`config.mk`:
```
export PLATFORM = sky130hd
export DESIGN_NAME = button_panel_top
export DESIGN_NICKNAME = d
export VERILOG_FILES = /design/src/design/button_pkg.sv /design/src/design/hold_timer.sv /design/src/design/edge_debouncer.sv /design/src/design/step_counter.sv /design/src/design/button_panel_top.sv
export SDC_FILE = /design/constraint.sdc
export NUM_CORES = 1
export LEC_CHECK = 0
export BUFFER_PORTS_ARGS = -buffer_cell sky130_fd_sc_hd__buf_2
export CORE_AREA = 2 2 68 50
export CTS_CLUSTER_DIAMETER = 200
export DETAILED_ROUTE_END_ITERATION = 7
export DIE_AREA = 0 0 70 52
export PLACE_DENSITY_LB_ADDON = 0.12
export SYNTH_ARGS = -nofsm -noshare
export SYNTH_HDL_FRONTEND = slang
export SYNTH_SLANG_ARGS = --single-unit
```
`constraint.sdc`:
```
create_clock -name i_clk_25MHz -period 3 [get_ports i_clk_25MHz]
set_input_delay 0.6 -clock i_clk_25MHz [delete_from_list [all_inputs] [get_ports i_clk_25MHz]]
set_output_delay 0.6 -clock i_clk_25MHz [all_outputs]
set_load 0.02 [all_outputs]
```
`src/design/button_pkg.sv`:
```
// Shared constants and types for the two-button step counter.
// Imported by the debouncer, the hold timer and the step counter.
`default_nettype none

package button_pkg;

   // the lockout after an accepted press lasts 2 us at 25 MHz.
   localparam int unsigned HOLD_CYCLES = 50;

   // The hold timer counts up to HOLD_CYCLES, so it needs 6 bits.
   localparam int unsigned HOLD_WIDTH = 6;

   // step count width and the ceiling where it saturates.
   localparam int unsigned COUNT_WIDTH = 8;
   localparam int unsigned COUNT_MAX = 255;

   // The consumer grants this many credits at reset.
   localparam int unsigned CREDIT_MAX = 4;

   // Holds the values 0 to CREDIT_MAX.
   localparam int unsigned CREDIT_WIDTH = 3;

   // debouncer FSM states.
   // The encoding keeps a single bit change on most transitions.
   typedef enum logic [1:0] {
      IDLE         = 2'b00,
      PRESSED      = 2'b01,
      LOCKOUT      = 2'b11,
      WAIT_RELEASE = 2'b10
   } debounce_state_t;

   // opcode carried by every step event.
   typedef enum logic {
      STEP_UP   = 1'b0,
      STEP_DOWN = 1'b1
   } step_op_t;

endpackage : button_pkg

`default_nettype wire

```
`src/design/hold_timer.sv`:
```
// Restartable lockout timer for one debouncer.
// A restart strobe clears it, and o_expired rises once HOLD_CYCLES have passed.
`timescale 1ns/10ps
`default_nettype none

module hold_timer (
   input  logic i_clk_25MHz,
   input  logic i_reset,
   input  logic i_restart,
   output logic o_expired
);

   import button_pkg::*;

   logic [HOLD_WIDTH-1:0] count_q;

   // The counter stops at the limit and stays there until the next restart,
   // so the expired flag stays high while the debouncer waits on the
   // release.
   always_ff @(posedge i_clk_25MHz) begin
      if (i_reset) begin
         count_q <= '0;
      end
      else if (i_restart) begin
         count_q <= '0;
      end
      else if (!o_expired) begin
         count_q <= count_q + 1'b1;
      end
   end

   // expired is decoded straight from the counter.
   assign o_expired = (count_q == HOLD_WIDTH'(HOLD_CYCLES));

endmodule : hold_timer

`default_nettype wire

```
`src/design/edge_debouncer.sv`:
```
// Edge debouncer for one push button.
// Gives one single-cycle press pulse for each physical press.
`timescale 1ns/10ps
`default_nettype none

module edge_debouncer (
   input  logic i_clk_25MHz,
   input  logic i_reset,
   input  logic i_button,
   output logic o_press
);

   import button_pkg::*;

   logic            btn_meta_q;
   logic            btn_sync_q;
   logic            timer_restart;
   logic            timer_expired;
   debounce_state_t state_q;
   debounce_state_t state_d;

   // Two flops bring the raw contact into the clock domain.
   always_ff @(posedge i_clk_25MHz) begin
      if (i_reset) begin
         btn_meta_q <= 1'b0;
         btn_sync_q <= 1'b0;
      end
      else begin
         btn_meta_q <= i_button;
         btn_sync_q <= btn_meta_q;
      end
   end

   always_ff @(posedge i_clk_25MHz) begin
      if (i_reset) begin
         state_q <= IDLE;
      end
      else begin
         state_q <= state_d;
      end
   end

   // IDLE waits for a high level, and PRESSED lasts a single cycle.
   // LOCKOUT ignores the input until the timer runs out. A button that is
   // still held then waits in WAIT_RELEASE.
   always_comb begin
      state_d = state_q;
      case (state_q)
         IDLE: begin
            if (btn_sync_q) begin
               state_d = PRESSED;
            end
         end
         PRESSED: begin
            state_d = LOCKOUT;
         end
         LOCKOUT: begin
            if (timer_expired) begin
               if (btn_sync_q) begin
                  state_d = WAIT_RELEASE;
               end
               else begin
                  state_d = IDLE;
               end
            end
         end
         WAIT_RELEASE: begin
            if (!btn_sync_q) begin
               state_d = IDLE;
            end
         end
         default: begin
            state_d = IDLE;
         end
      endcase
   end

   // the pulse and the timer restart share the PRESSED cycle.
   assign o_press       = (state_q == PRESSED);
   assign timer_restart = (state_q == PRESSED);

   hold_timer hold_timer_i (
      .i_clk_25MHz (i_clk_25MHz),
      .i_reset     (i_reset),
      .i_restart   (timer_restart),
      .o_expired   (timer_expired)
   );

endmodule : edge_debouncer

`default_nettype wire

```
`src/design/step_counter.sv`:
```
// Turns up and down press pulses into a saturating count.
// Sends one event per accepted step to a consumer under credit control.
`timescale 1ns/10ps
`default_nettype none

module step_counter (
   input  logic                               i_clk_25MHz,
   input  logic                               i_reset,
   input  logic                               i_up_press,
   input  logic                               i_down_press,
   input  logic                               i_credit,
   output logic                               o_evt_valid,
   output button_pkg::step_op_t               o_evt_op,
   output logic [button_pkg::COUNT_WIDTH-1:0] o_evt_count
);

   import button_pkg::*;

   logic [COUNT_WIDTH-1:0]  count_q;
   logic [COUNT_WIDTH-1:0]  count_d;
   logic [CREDIT_WIDTH-1:0] credits;
   logic                    have_credit;
   logic                    up_only;
   logic                    down_only;
   logic                    accept_up;
   logic                    accept_down;
   logic                    accept;
   logic                    evt_valid_q;
   step_op_t                evt_op_q;

   // presses in the same cycle cancel each other.
   assign up_only   = i_up_press & ~i_down_press;
   assign down_only = i_down_press & ~i_up_press;

   assign have_credit = (credits != '0);

   // A step is accepted only if it has a credit and stays inside 0 to
   // COUNT_MAX. A rejected step is simply dropped.
   assign accept_up   = up_only & have_credit &
                        (count_q != COUNT_WIDTH'(COUNT_MAX));
   assign accept_down = down_only & have_credit & (count_q != '0);
   assign accept      = accept_up | accept_down;

   always_comb begin
      count_d = count_q;
      if (accept_up) begin
         count_d = count_q + 1'b1;
      end
      else if (accept_down) begin
         count_d = count_q - 1'b1;
      end
   end

   always_ff @(posedge i_clk_25MHz) begin
      if (i_reset) begin
         count_q <= '0;
      end
      else begin
         count_q <= count_d;
      end
   end

   // Credit bookkeeping.
   // A spend and a return in the same cycle leave the counter unchanged.
   always_ff @(posedge i_clk_25MHz) begin
      if (i_reset) begin
         credits <= CREDIT_WIDTH'(CREDIT_MAX);
      end
      else begin
         case ({accept, i_credit})
            2'b10: begin
               credits <= credits - 1'b1;
            end
            2'b01: begin
               credits <= credits + 1'b1;
            end
            default: begin
               credits <= credits;
            end
         endcase
      end
   end

   // The valid strobe is registered, so it follows the press pulse by one
   // cycle and is high for only that cycle.
   always_ff @(posedge i_clk_25MHz) begin
      if (i_reset) begin
         evt_valid_q <= 1'b0;
      end
      else begin
         evt_valid_q <= accept;
      end
   end

   // the opcode payload is loaded only for an accepted step.
   always_ff @(posedge i_clk_25MHz) begin
      if (accept) begin
         evt_op_q <= accept_down ? STEP_DOWN : STEP_UP;
      end
   end

   assign o_evt_valid = evt_valid_q;
   assign o_evt_op    = evt_op_q;

   // The count register takes its new value on the same edge as the
   // strobe, so it already holds the count that belongs to the event.
   assign o_evt_count = count_q;

endmodule : step_counter

`default_nettype wire

```
`src/design/button_panel_top.sv`:
```
// Top level of the button panel.
// Two debounced buttons drive one credit-controlled step counter.
`timescale 1ns/10ps
`default_nettype none

module button_panel_top (
   input  logic                               i_clk_25MHz,
   input  logic                               i_reset,
   input  logic                               i_btn_up,
   input  logic                               i_btn_down,
   input  logic                               i_credit,
   output logic                               o_evt_valid,
   output button_pkg::step_op_t               o_evt_op,
   output logic [button_pkg::COUNT_WIDTH-1:0] o_evt_count
);

   // Single-cycle press pulses from the debouncers.
   logic up_press;
   logic down_press;

   // The two buttons run side by side, each with its own lockout timer.
   edge_debouncer up_deb (
      .i_clk_25MHz (i_clk_25MHz),
      .i_reset     (i_reset),
      .i_button    (i_btn_up),
      .o_press     (up_press)
   );

   edge_debouncer down_deb (
      .i_clk_25MHz (i_clk_25MHz),
      .i_reset     (i_reset),
      .i_button    (i_btn_down),
      .o_press     (down_press)
   );

   // A clean raw edge gives an event four cycles later: two synchronizer
   // flops, the PRESSED state and the registered event.
   step_counter step_counter_i (
      .i_clk_25MHz  (i_clk_25MHz),
      .i_reset      (i_reset),
      .i_up_press   (up_press),
      .i_down_press (down_press),
      .i_credit     (i_credit),
      .o_evt_valid  (o_evt_valid),
      .o_evt_op     (o_evt_op),
      .o_evt_count  (o_evt_count)
   );

endmodule : button_panel_top

`default_nettype wire

```
==> results.py, run 1 <==
metrics = {
    "cells_and_area": {
        "finalNetCount": 213,
        "final_cells": 234,
        "postLayoutCellArea_um2": 1880,
        "fin_util_pct": 62.2,
        "drive_gt1_share_pct": 16.8,
        "antenna_cells": 0,
        "syn_to_final_growth_pct": 12.3,
    },
    "global_route": {
        "grt_pass1_vias": 1184,
        "grt_first_pass_wirelength_mm": 5.20,
        "antenna_found_initial": 0,
        "overflow": 0,
        "grt_use_total_pct": 18.6,
        "grt_max_degree": 26,
    },
    "critical_path": {
        "cp_data_required_time_ps": 3150,
        "end_kind": "flop",
        "crit_fanout": 5,
        "rr_startpoint": "step_counter_i.o_evt_count[4]",
        "rrSetupSlack_ps": 230,
        "startpoint_type": "flop",
        "rr_endpoint": "step_counter_i.credits[2]",
        "worstRegToRegCells": 10,
        "critical_path_class": "reg2reg",
        "worstPathArrival_ps": 2920,
    },
    "placement": {
        "gp_congestion": 0.927,
        "post_dp_cell_area_um2": 1760,
        "place_inst": 226,
        "dp_hpwl_mm": 2.25,
        "portBuffers": 14,
    },
    "power_and_ir_drop": {
        "ir_drop_mv": 0.437,
        "leakage_nw": 0.783,
        "share_seq_of_total_power_pct": 39.6,
        "pwr-share-clk_pct": 31.2,
        "pwr_density_cell_nw_per_um2": 724,
        "combPwrFrac_pct": 29.1,
        "p_sw_share_pct": 31.3,
        "p_sw_w": 0.000426,
        "p_int_w": 0.000934,
    },
    "synthesis": {
        "synth_cell_types": 43,
        "ys_seq_area_share_pct": 40.1,
        "ys_warn_count": 0,
        "ys_ff_latch": 33,
        "syn_inst": 176,
        "netlist_area_um2": 1670,
        "async_reset_ff_share_pct": 0,
        "synth_edf_count": 1,
        "avgSynthCellArea_um2": 9.50,
        "synth_nets": 194,
        "synthFlopType": "dfxtp_1",
    },
    "timing": {
        "hold_viol_final": 0,
        "rsz0062_at_grt": "false",
        "period_share_pct": 92.3,
        "hold_ws_ps": 447,
        "skew_ps": 2.22,
        "tightest_slew_ps": 434,
        "post-route-min-period_ps": 2770,
        "setup_tns_ps": 0,
        "fmaxAchievable_ghz": 0.361,
        "setup_viol": 0,
        "slew_headroom_pct": 70.9,
        "drv_slew": 0,
    },
    "floorplanning": {
        "die_w_um": 70,
        "ios": 15,
        "initial_core_util_pct": 55.4,
        "core_area_um2": 3020,
        "dieArea_um2": 3640,
        "row_count": 17,
        "die_height_um": 52,
    },
    "clocking": {
        "cts_tree": "built",
        "cts_setup_buffers": 0,
        "cts_sinks": 33,
        "clock_path_buffers": 2,
        "ctsHoldBuffers": 0,
        "cts-root-buf": "clkbuf_8",
        "path_clk_slew_ps": 60,
        "cts-resized-gates": 0,
        "cts_made_buffers": 5,
        "htreeDepth": 2,
        "worst_skew_pair.late_latency_ps": 280,
    },
    "worst_hold_path": {
        "hold_path_depth": 1,
        "hold_start": "down_deb.btn_meta_q",
        "min_to": "down_deb.btn_sync_q",
        "hold_class": "reg2reg",
    },
    "detailed_routing": {
        "firstDrtPassIters": 4,
        "drtIter0Drc": 44,
        "top_layer_used": "met4",
        "routedWlPerCell_um": 13.0,
        "detail-route-antenna-nets": 0,
        "drt-met1-wl_mm": 1.53,
        "drt_wl_total_mm": 3.05,
        "wl_met2_mm": 1.36,
        "num_vias": 1256,
        "via_per_inst": 5.37,
        "drc_errors": 0,
        "route.met3.wl_um": 133,
    },
    "status": {
        "status": "completed",
    },
    "flow_run": {
        "maxCapViolations": 0,
    },
}
[per-layer routing]
layer	track usage (%)	up-vias
met5	0	-
met4	8.65	0
met3	6.01	2
met2	29.0	29
met1	23.8	575
li1	-	650
[metrics by stage]
stage          setup WS (ps)  power, W
3_5_place_dp             225  0.000942
2_1_floorplan            203  0.000857
3_3_place_gp             323  0.000927
6_report                 231   0.00136
5_1_grt                 91.2   0.00145
4_1_cts                  219   0.00137
[area by class of cell]
cell class                 count  area [um2]
fill                         258        1140
multi-input combinational    134         943
clock inverter                 1        30.0
sequential                    33         671
clock buffer                   7        86.3
timing repair buffer          15        77.6
inverter                       6        22.5
tap                           38        47.5
[cells in the mapped netlist (all sizes together) (3+ instances only)]
library cell,instances,area [um2]
dfxtp,32,641
nor2,28,113
ha,11,138
a21oi,10,50.1
xnor2,9,78.8
nand2,8,30.0
xor2,7,61.3
inv,6,22.5
a211oi,5,42.5
mux2i,5,50.1
nand2b,5,31.3
nand3,5,25.0
nor3,5,30.0
nor2b,4,25.0
o21ai,4,20.0
nand4,3,18.8
[worst max path at each step]
stage	start	cells past startpoint	end	slack (ps)
finish	step_counter_i.o_evt_count[4]	10	step_counter_i.credits[2]	230
global route	up_deb.state_q[1]	8	step_counter_i.o_evt_count[6]	90
CTS	step_counter_i.o_evt_count[4]	10	step_counter_i.credits[2]	220
detailed placement	step_counter_i.o_evt_count[4]	10	step_counter_i.credits[2]	230
global placement	step_counter_i.o_evt_count[4]	10	step_counter_i.credits[2]	320
floorplan	step_counter_i.o_evt_count[4]	11	step_counter_i.credits[2]	200
[state kept, by name (all words and copies together) (netlist names)]
register                       flops
up_deb.btn_sync_q                  1
step_counter_i.o_evt_valid         1
down_deb.btn_meta_q                1
step_counter_i.o_evt_op            1
down_deb.btn_sync_q                1
up_deb.state_q                     2
down_deb.hold_timer_i.count_q      6
up_deb.btn_meta_q                  1
down_deb.state_q                   2
step_counter_i.o_evt_count         8
up_deb.hold_timer_i.count_q        6
step_counter_i.credits             3
[cells in the final DEF (no fill, tap or decap), types with 2 or more instances in the layout]
master | Yosys | layout
mux2i_1 | 5 | 5
clkbuf_8 | 1 | 6
nor2b_1 | 4 | 4
xnor2_1 | 9 | 9
dfxtp_1 | 32 | 32
nand4_1 | 3 | 3
nand2_1 | 8 | 8
nor3_1 | 4 | 4
a211oi_1 | 4 | 4
fa_1 | 2 | 2
o21ai_0 | 4 | 4
ha_1 | 11 | 11
o211ai_1 | 2 | 2
nor2_1 | 27 | 27
inv_1 | 6 | 6
nand3_1 | 5 | 5
or2_2 | 2 | 2
buf_2 | 0 | 14
a21o_1 | 2 | 2
nand2b_1 | 5 | 5
xor2_1 | 7 | 7
a21oi_1 | 10 | 10
[critical path, stage by stage (launching register included)]
cell and delay (ps):
dfxtp_1 350, or4_1 590, nor2_4 160, o2bb2ai_2 70, inv_1 80, ha_1 180
inv_1 60, fa_1 370, xor2_1 160, o21ai_0 160, or3b_2 460
[power groups by stage]
stage	registers, W	logic (W)	clock network, W
6_report	0.000539	0.000396	0.000425
2_1_floorplan	0.000563	0.000295	0
4_1_cts	0.000538	0.000397	0.000438
5_1_grt	0.000547	0.000446	0.000458
3_5_place_dp	0.000547	0.000394	0
3_3_place_gp	0.000545	0.000382	0
[logic make-up (layout without fill, tap and decap cells)]
kind of cell	after synthesis	count (layout)	share of synthesized area, %
xor gates and xnor gates	16	16	8.38
AOI/OAI and AO/OA	28	28	11.6
DFF	33	33	40.1
buffers and inverters	9	29	3.51
and+or+nand+nor	72	72	22.8
muxes	5	5	2.99
adders and majority gates	13	13	10.6
No activity file was read; power rests on OpenSTA's default activity.
==> inputs of run 2 (changes only) <==
--- a/config.mk
+++ b/config.mk
@@ -5,11 +5,14 @@
 export SDC_FILE = /design/constraint.sdc
 export NUM_CORES = 1
 export LEC_CHECK = 0
+export ABC_AREA = 1
 export BUFFER_PORTS_ARGS = -buffer_cell sky130_fd_sc_hd__buf_2
-export CORE_AREA = 2 2 68 50
+export CELL_PAD_IN_SITES_DETAIL_PLACEMENT = 1
+export CELL_PAD_IN_SITES_GLOBAL_PLACEMENT = 2
+export CORE_AREA = 2 2 89 66
 export CTS_CLUSTER_DIAMETER = 200
 export DETAILED_ROUTE_END_ITERATION = 7
-export DIE_AREA = 0 0 70 52
+export DIE_AREA = 0 0 91 68
 export PLACE_DENSITY_LB_ADDON = 0.12
 export SYNTH_ARGS = -nofsm -noshare
 export SYNTH_HDL_FRONTEND = slang
==> constraint.sdc (replaced) <==
create_clock -name i_clk_25MHz -period 3 [get_ports i_clk_25MHz]
set_input_delay 0.3 -clock i_clk_25MHz [delete_from_list [all_inputs] [get_ports i_clk_25MHz]]
set_output_delay 0.3 -clock i_clk_25MHz [all_outputs]
set_load 0.02 [all_outputs]
==> run 2 against run 1 <==
Final cell count up 43%. Sequential share of layout area down 1.7 points. Sequential power down 1%. Critical path depth up 3. Global-route usage down 4.4 points. Critical endpoint unchanged. Largest power group unchanged.
==> results.py, run 2 <==
metrics = {
    "clocking": {
        "worst_skew_pair.late_latency_ps": 280,
        "cts-root-buf": "clkbuf_8",
        "cts_tree": "built",
        "cts_setup_buffers": 0,
        "cts_made_buffers": 5,
        "cts-resized-gates": 0,
        "cts_sinks": 33,
        "ctsHoldBuffers": 0,
        "htreeDepth": 2,
        "clock_path_buffers": 2,
        "path_clk_slew_ps": 70,
    },
    "placement": {
        "portBuffers": 14,
        "post-place-ws_ps": 536,
        "place_inst": 326,
        "gp_congestion": 0.726,
        "dp_hpwl_mm": 3.03,
    },
    "cells_and_area": {
        "antenna_cells": 0,
        "fin_util_pct": 36.5,
        "final_common_cell": "nand2_1",
        "final_cells": 334,
        "syn_to_final_growth_pct": 12.3,
        "finalNetCount": 276,
        "drive_gt1_share_pct": 13.5,
        "final_cell_mix": "nand2_1 (50), inv_1 (40), dfxtp_1 (32), nor2_1 (28), a21oi_1 (21)",
        "largest_reg_flops": 8,
    },
    "power_and_ir_drop": {
        "pwr_density_cell_nw_per_um2": 625,
        "finalPower_w": 0.00123,
        "leakage_nw": 0.933,
        "ir_drop_mv": 0.235,
    },
    "detailed_routing": {
        "drtIter0Drc": 31,
        "drc_errors": 0,
        "detail-route-antenna-nets": 0,
        "routedWlPerCell_um": 11.3,
        "num_vias": 1486,
        "via_per_inst": 4.45,
        "firstDrtPassIters": 5,
        "drt_wl_total_mm": 3.79,
    },
    "timing": {
        "drv_slew": 0,
        "rsz0062_at_grt": "false",
        "post-route-min-period_ps": 2450,
        "period_share_pct": 81.8,
        "layout_setup_ws_ps": 547,
        "fmaxAchievable_ghz": 0.408,
        "slew_headroom_pct": 67.1,
        "setup_tns_ps": 0,
        "hold_viol_final": 0,
        "setup_viol": 0,
        "skew_ps": 5.65,
        "tightest_slew_ps": 493,
    },
    "floorplanning": {
        "dieArea_um2": 6190,
        "die_height_um": 68,
        "row_count": 23,
        "die_w_um": 91,
        "initial_core_util_pct": 32.5,
        "core_area_um2": 5410,
        "ios": 15,
    },
    "critical_path": {
        "crit_chain": "nand2_1, nor2_1, nand2_1, nand3_2, nand2_4, inv_1, ha_1, inv_1, fa_1, a21oi_1, o21ai_0, a21oi_1, o21ai_0",
        "crit_path_top_delay_cell": "dfxtp_1",
        "startpoint_type": "flop",
        "cp_num_buf_inv": 2,
        "cp_top_family": "simple AND/OR/NAND/NOR gates",
        "crit_fanout": 14,
        "cp_data_required_time_ps": 3170,
        "slowest_delay_ps": 430,
        "worstPathArrival_ps": 2620,
        "critical_path_class": "reg2reg",
        "end_kind": "flop",
    },
    "worst_hold_path": {
        "hold_class": "in2reg",
    },
    "synthesis": {
        "avgSynthCellArea_um2": 7.32,
        "synth.most_common_cell": "nand2_1",
        "synth_cell_types": 29,
        "ys_ff_latch": 33,
        "synth_commonest_cells": "nand2_1 (50), inv_1 (40), dfxtp_1 (32)",
        "synthTopCellsByArea": "dfxtp_1 (36%), nand2_1 (11%), inv_1 (8.5%), ha_1 (7.8%), a21oi_1 (6.0%)",
        "yosys.area.top_type": "dfxtp_1",
        "ys_warn_count": 0,
        "synthFlopType": "dfxtp_1",
        "syn_inst": 240,
        "ys_seq_area_share_pct": 38.2,
        "async_reset_ff_share_pct": 0,
        "synth_edf_count": 1,
        "netlist_area_um2": 1760,
        "synth_top_cell_area_share_pct": 36.5,
        "synth_nets": 258,
    },
    "global_route": {
        "overflow": 0,
        "grt_pass1_vias": 1476,
        "grt_max_degree": 15,
        "grt_first_pass_wirelength_mm": 6.77,
        "antenna_found_initial": 0,
        "grt_use_total_pct": 14.3,
    },
    "status": {
        "status": "completed",
    },
    "flow_run": {
        "maxCapViolations": 0,
    },
}
run 2: cell count changes after synthesis, moves of 4 or more:
cell | previous run | this run
nand2_1 | 8 | 50
inv_1 | 6 | 40
a21oi_1 | 10 | 21
o21ai_0 | 4 | 13
xor2_1 | 7 | 1
mux2i_1 | 5 | 0
nand2b_1 | 5 | 0
nand3_1 | 5 | 10
a211oi_1 | 4 | 0
nor2b_1 | 4 | 0
xnor2_1 | 9 | 5
run 2: path summary, 6_finish.rpt:
check / to / slack, ps / from / cells after the start
max: step_counter_i.credits[2] / 550 / step_counter_i.o_evt_count[5] / 13
min: up_deb.btn_meta_q / 210 / i_btn_up / 3
max reg2reg: step_counter_i.credits[2] / 550 / step_counter_i.o_evt_count[5] / 13
min reg2reg: up_deb.btn_sync_q / 410 / up_deb.btn_meta_q / 2
run 2: through the flow:
step	instance area, um2	hold slack (ps)
detailed placement	1890	400
floorplan	1760	388
finish	1970	210
global route	1970	227
global placement	1890	393
CTS	1970	203
run 2: kinds of logic after synthesis:
logic type / count (synthesis) / synth area share (%)
adder cells (fa/ha/maj): 13 / 10.1
AND/OR/NAND/NOR: 105 / 26.3
XOR/XNOR: 6 / 2.99
buffers and inverters: 44 / 10.5
flip-flops: 33 / 38.2
AO/OA/AOI/OAI: 39 / 12.0
run 2: final cells by class:
cell class	count	area, um2
clock buffers	6	72.6
flip-flops and latches	33	671
well taps	75	93.8
inverters	41	154
multi-input cells	163	902
repair buffers	14	70.1
fillers	723	3440
clock inverters	2	10.0
run 2: power breakdown:
part | internal, W | switching, W
Sequential | 0.000485 | 0.0000477
Combinational | 0.000137 | 0.000237
Clock | 0.000161 | 0.000165
run 2: per-layer routing:
metal	part of all wire, %	wire length (um)	GRT usage, %	vias to the layer above
met4	1.9	72	6.82	0
met5	0	0	0	-
li1	-	-	-	793
met2	40	1520	21.9	17
met1	55	2070	18.9	669
met3	3.4	127	3.85	7
run 2: worst min-delay path: stages:
cell    delay (ps)
buf_2           70
inv_1           30
nor2_1          60
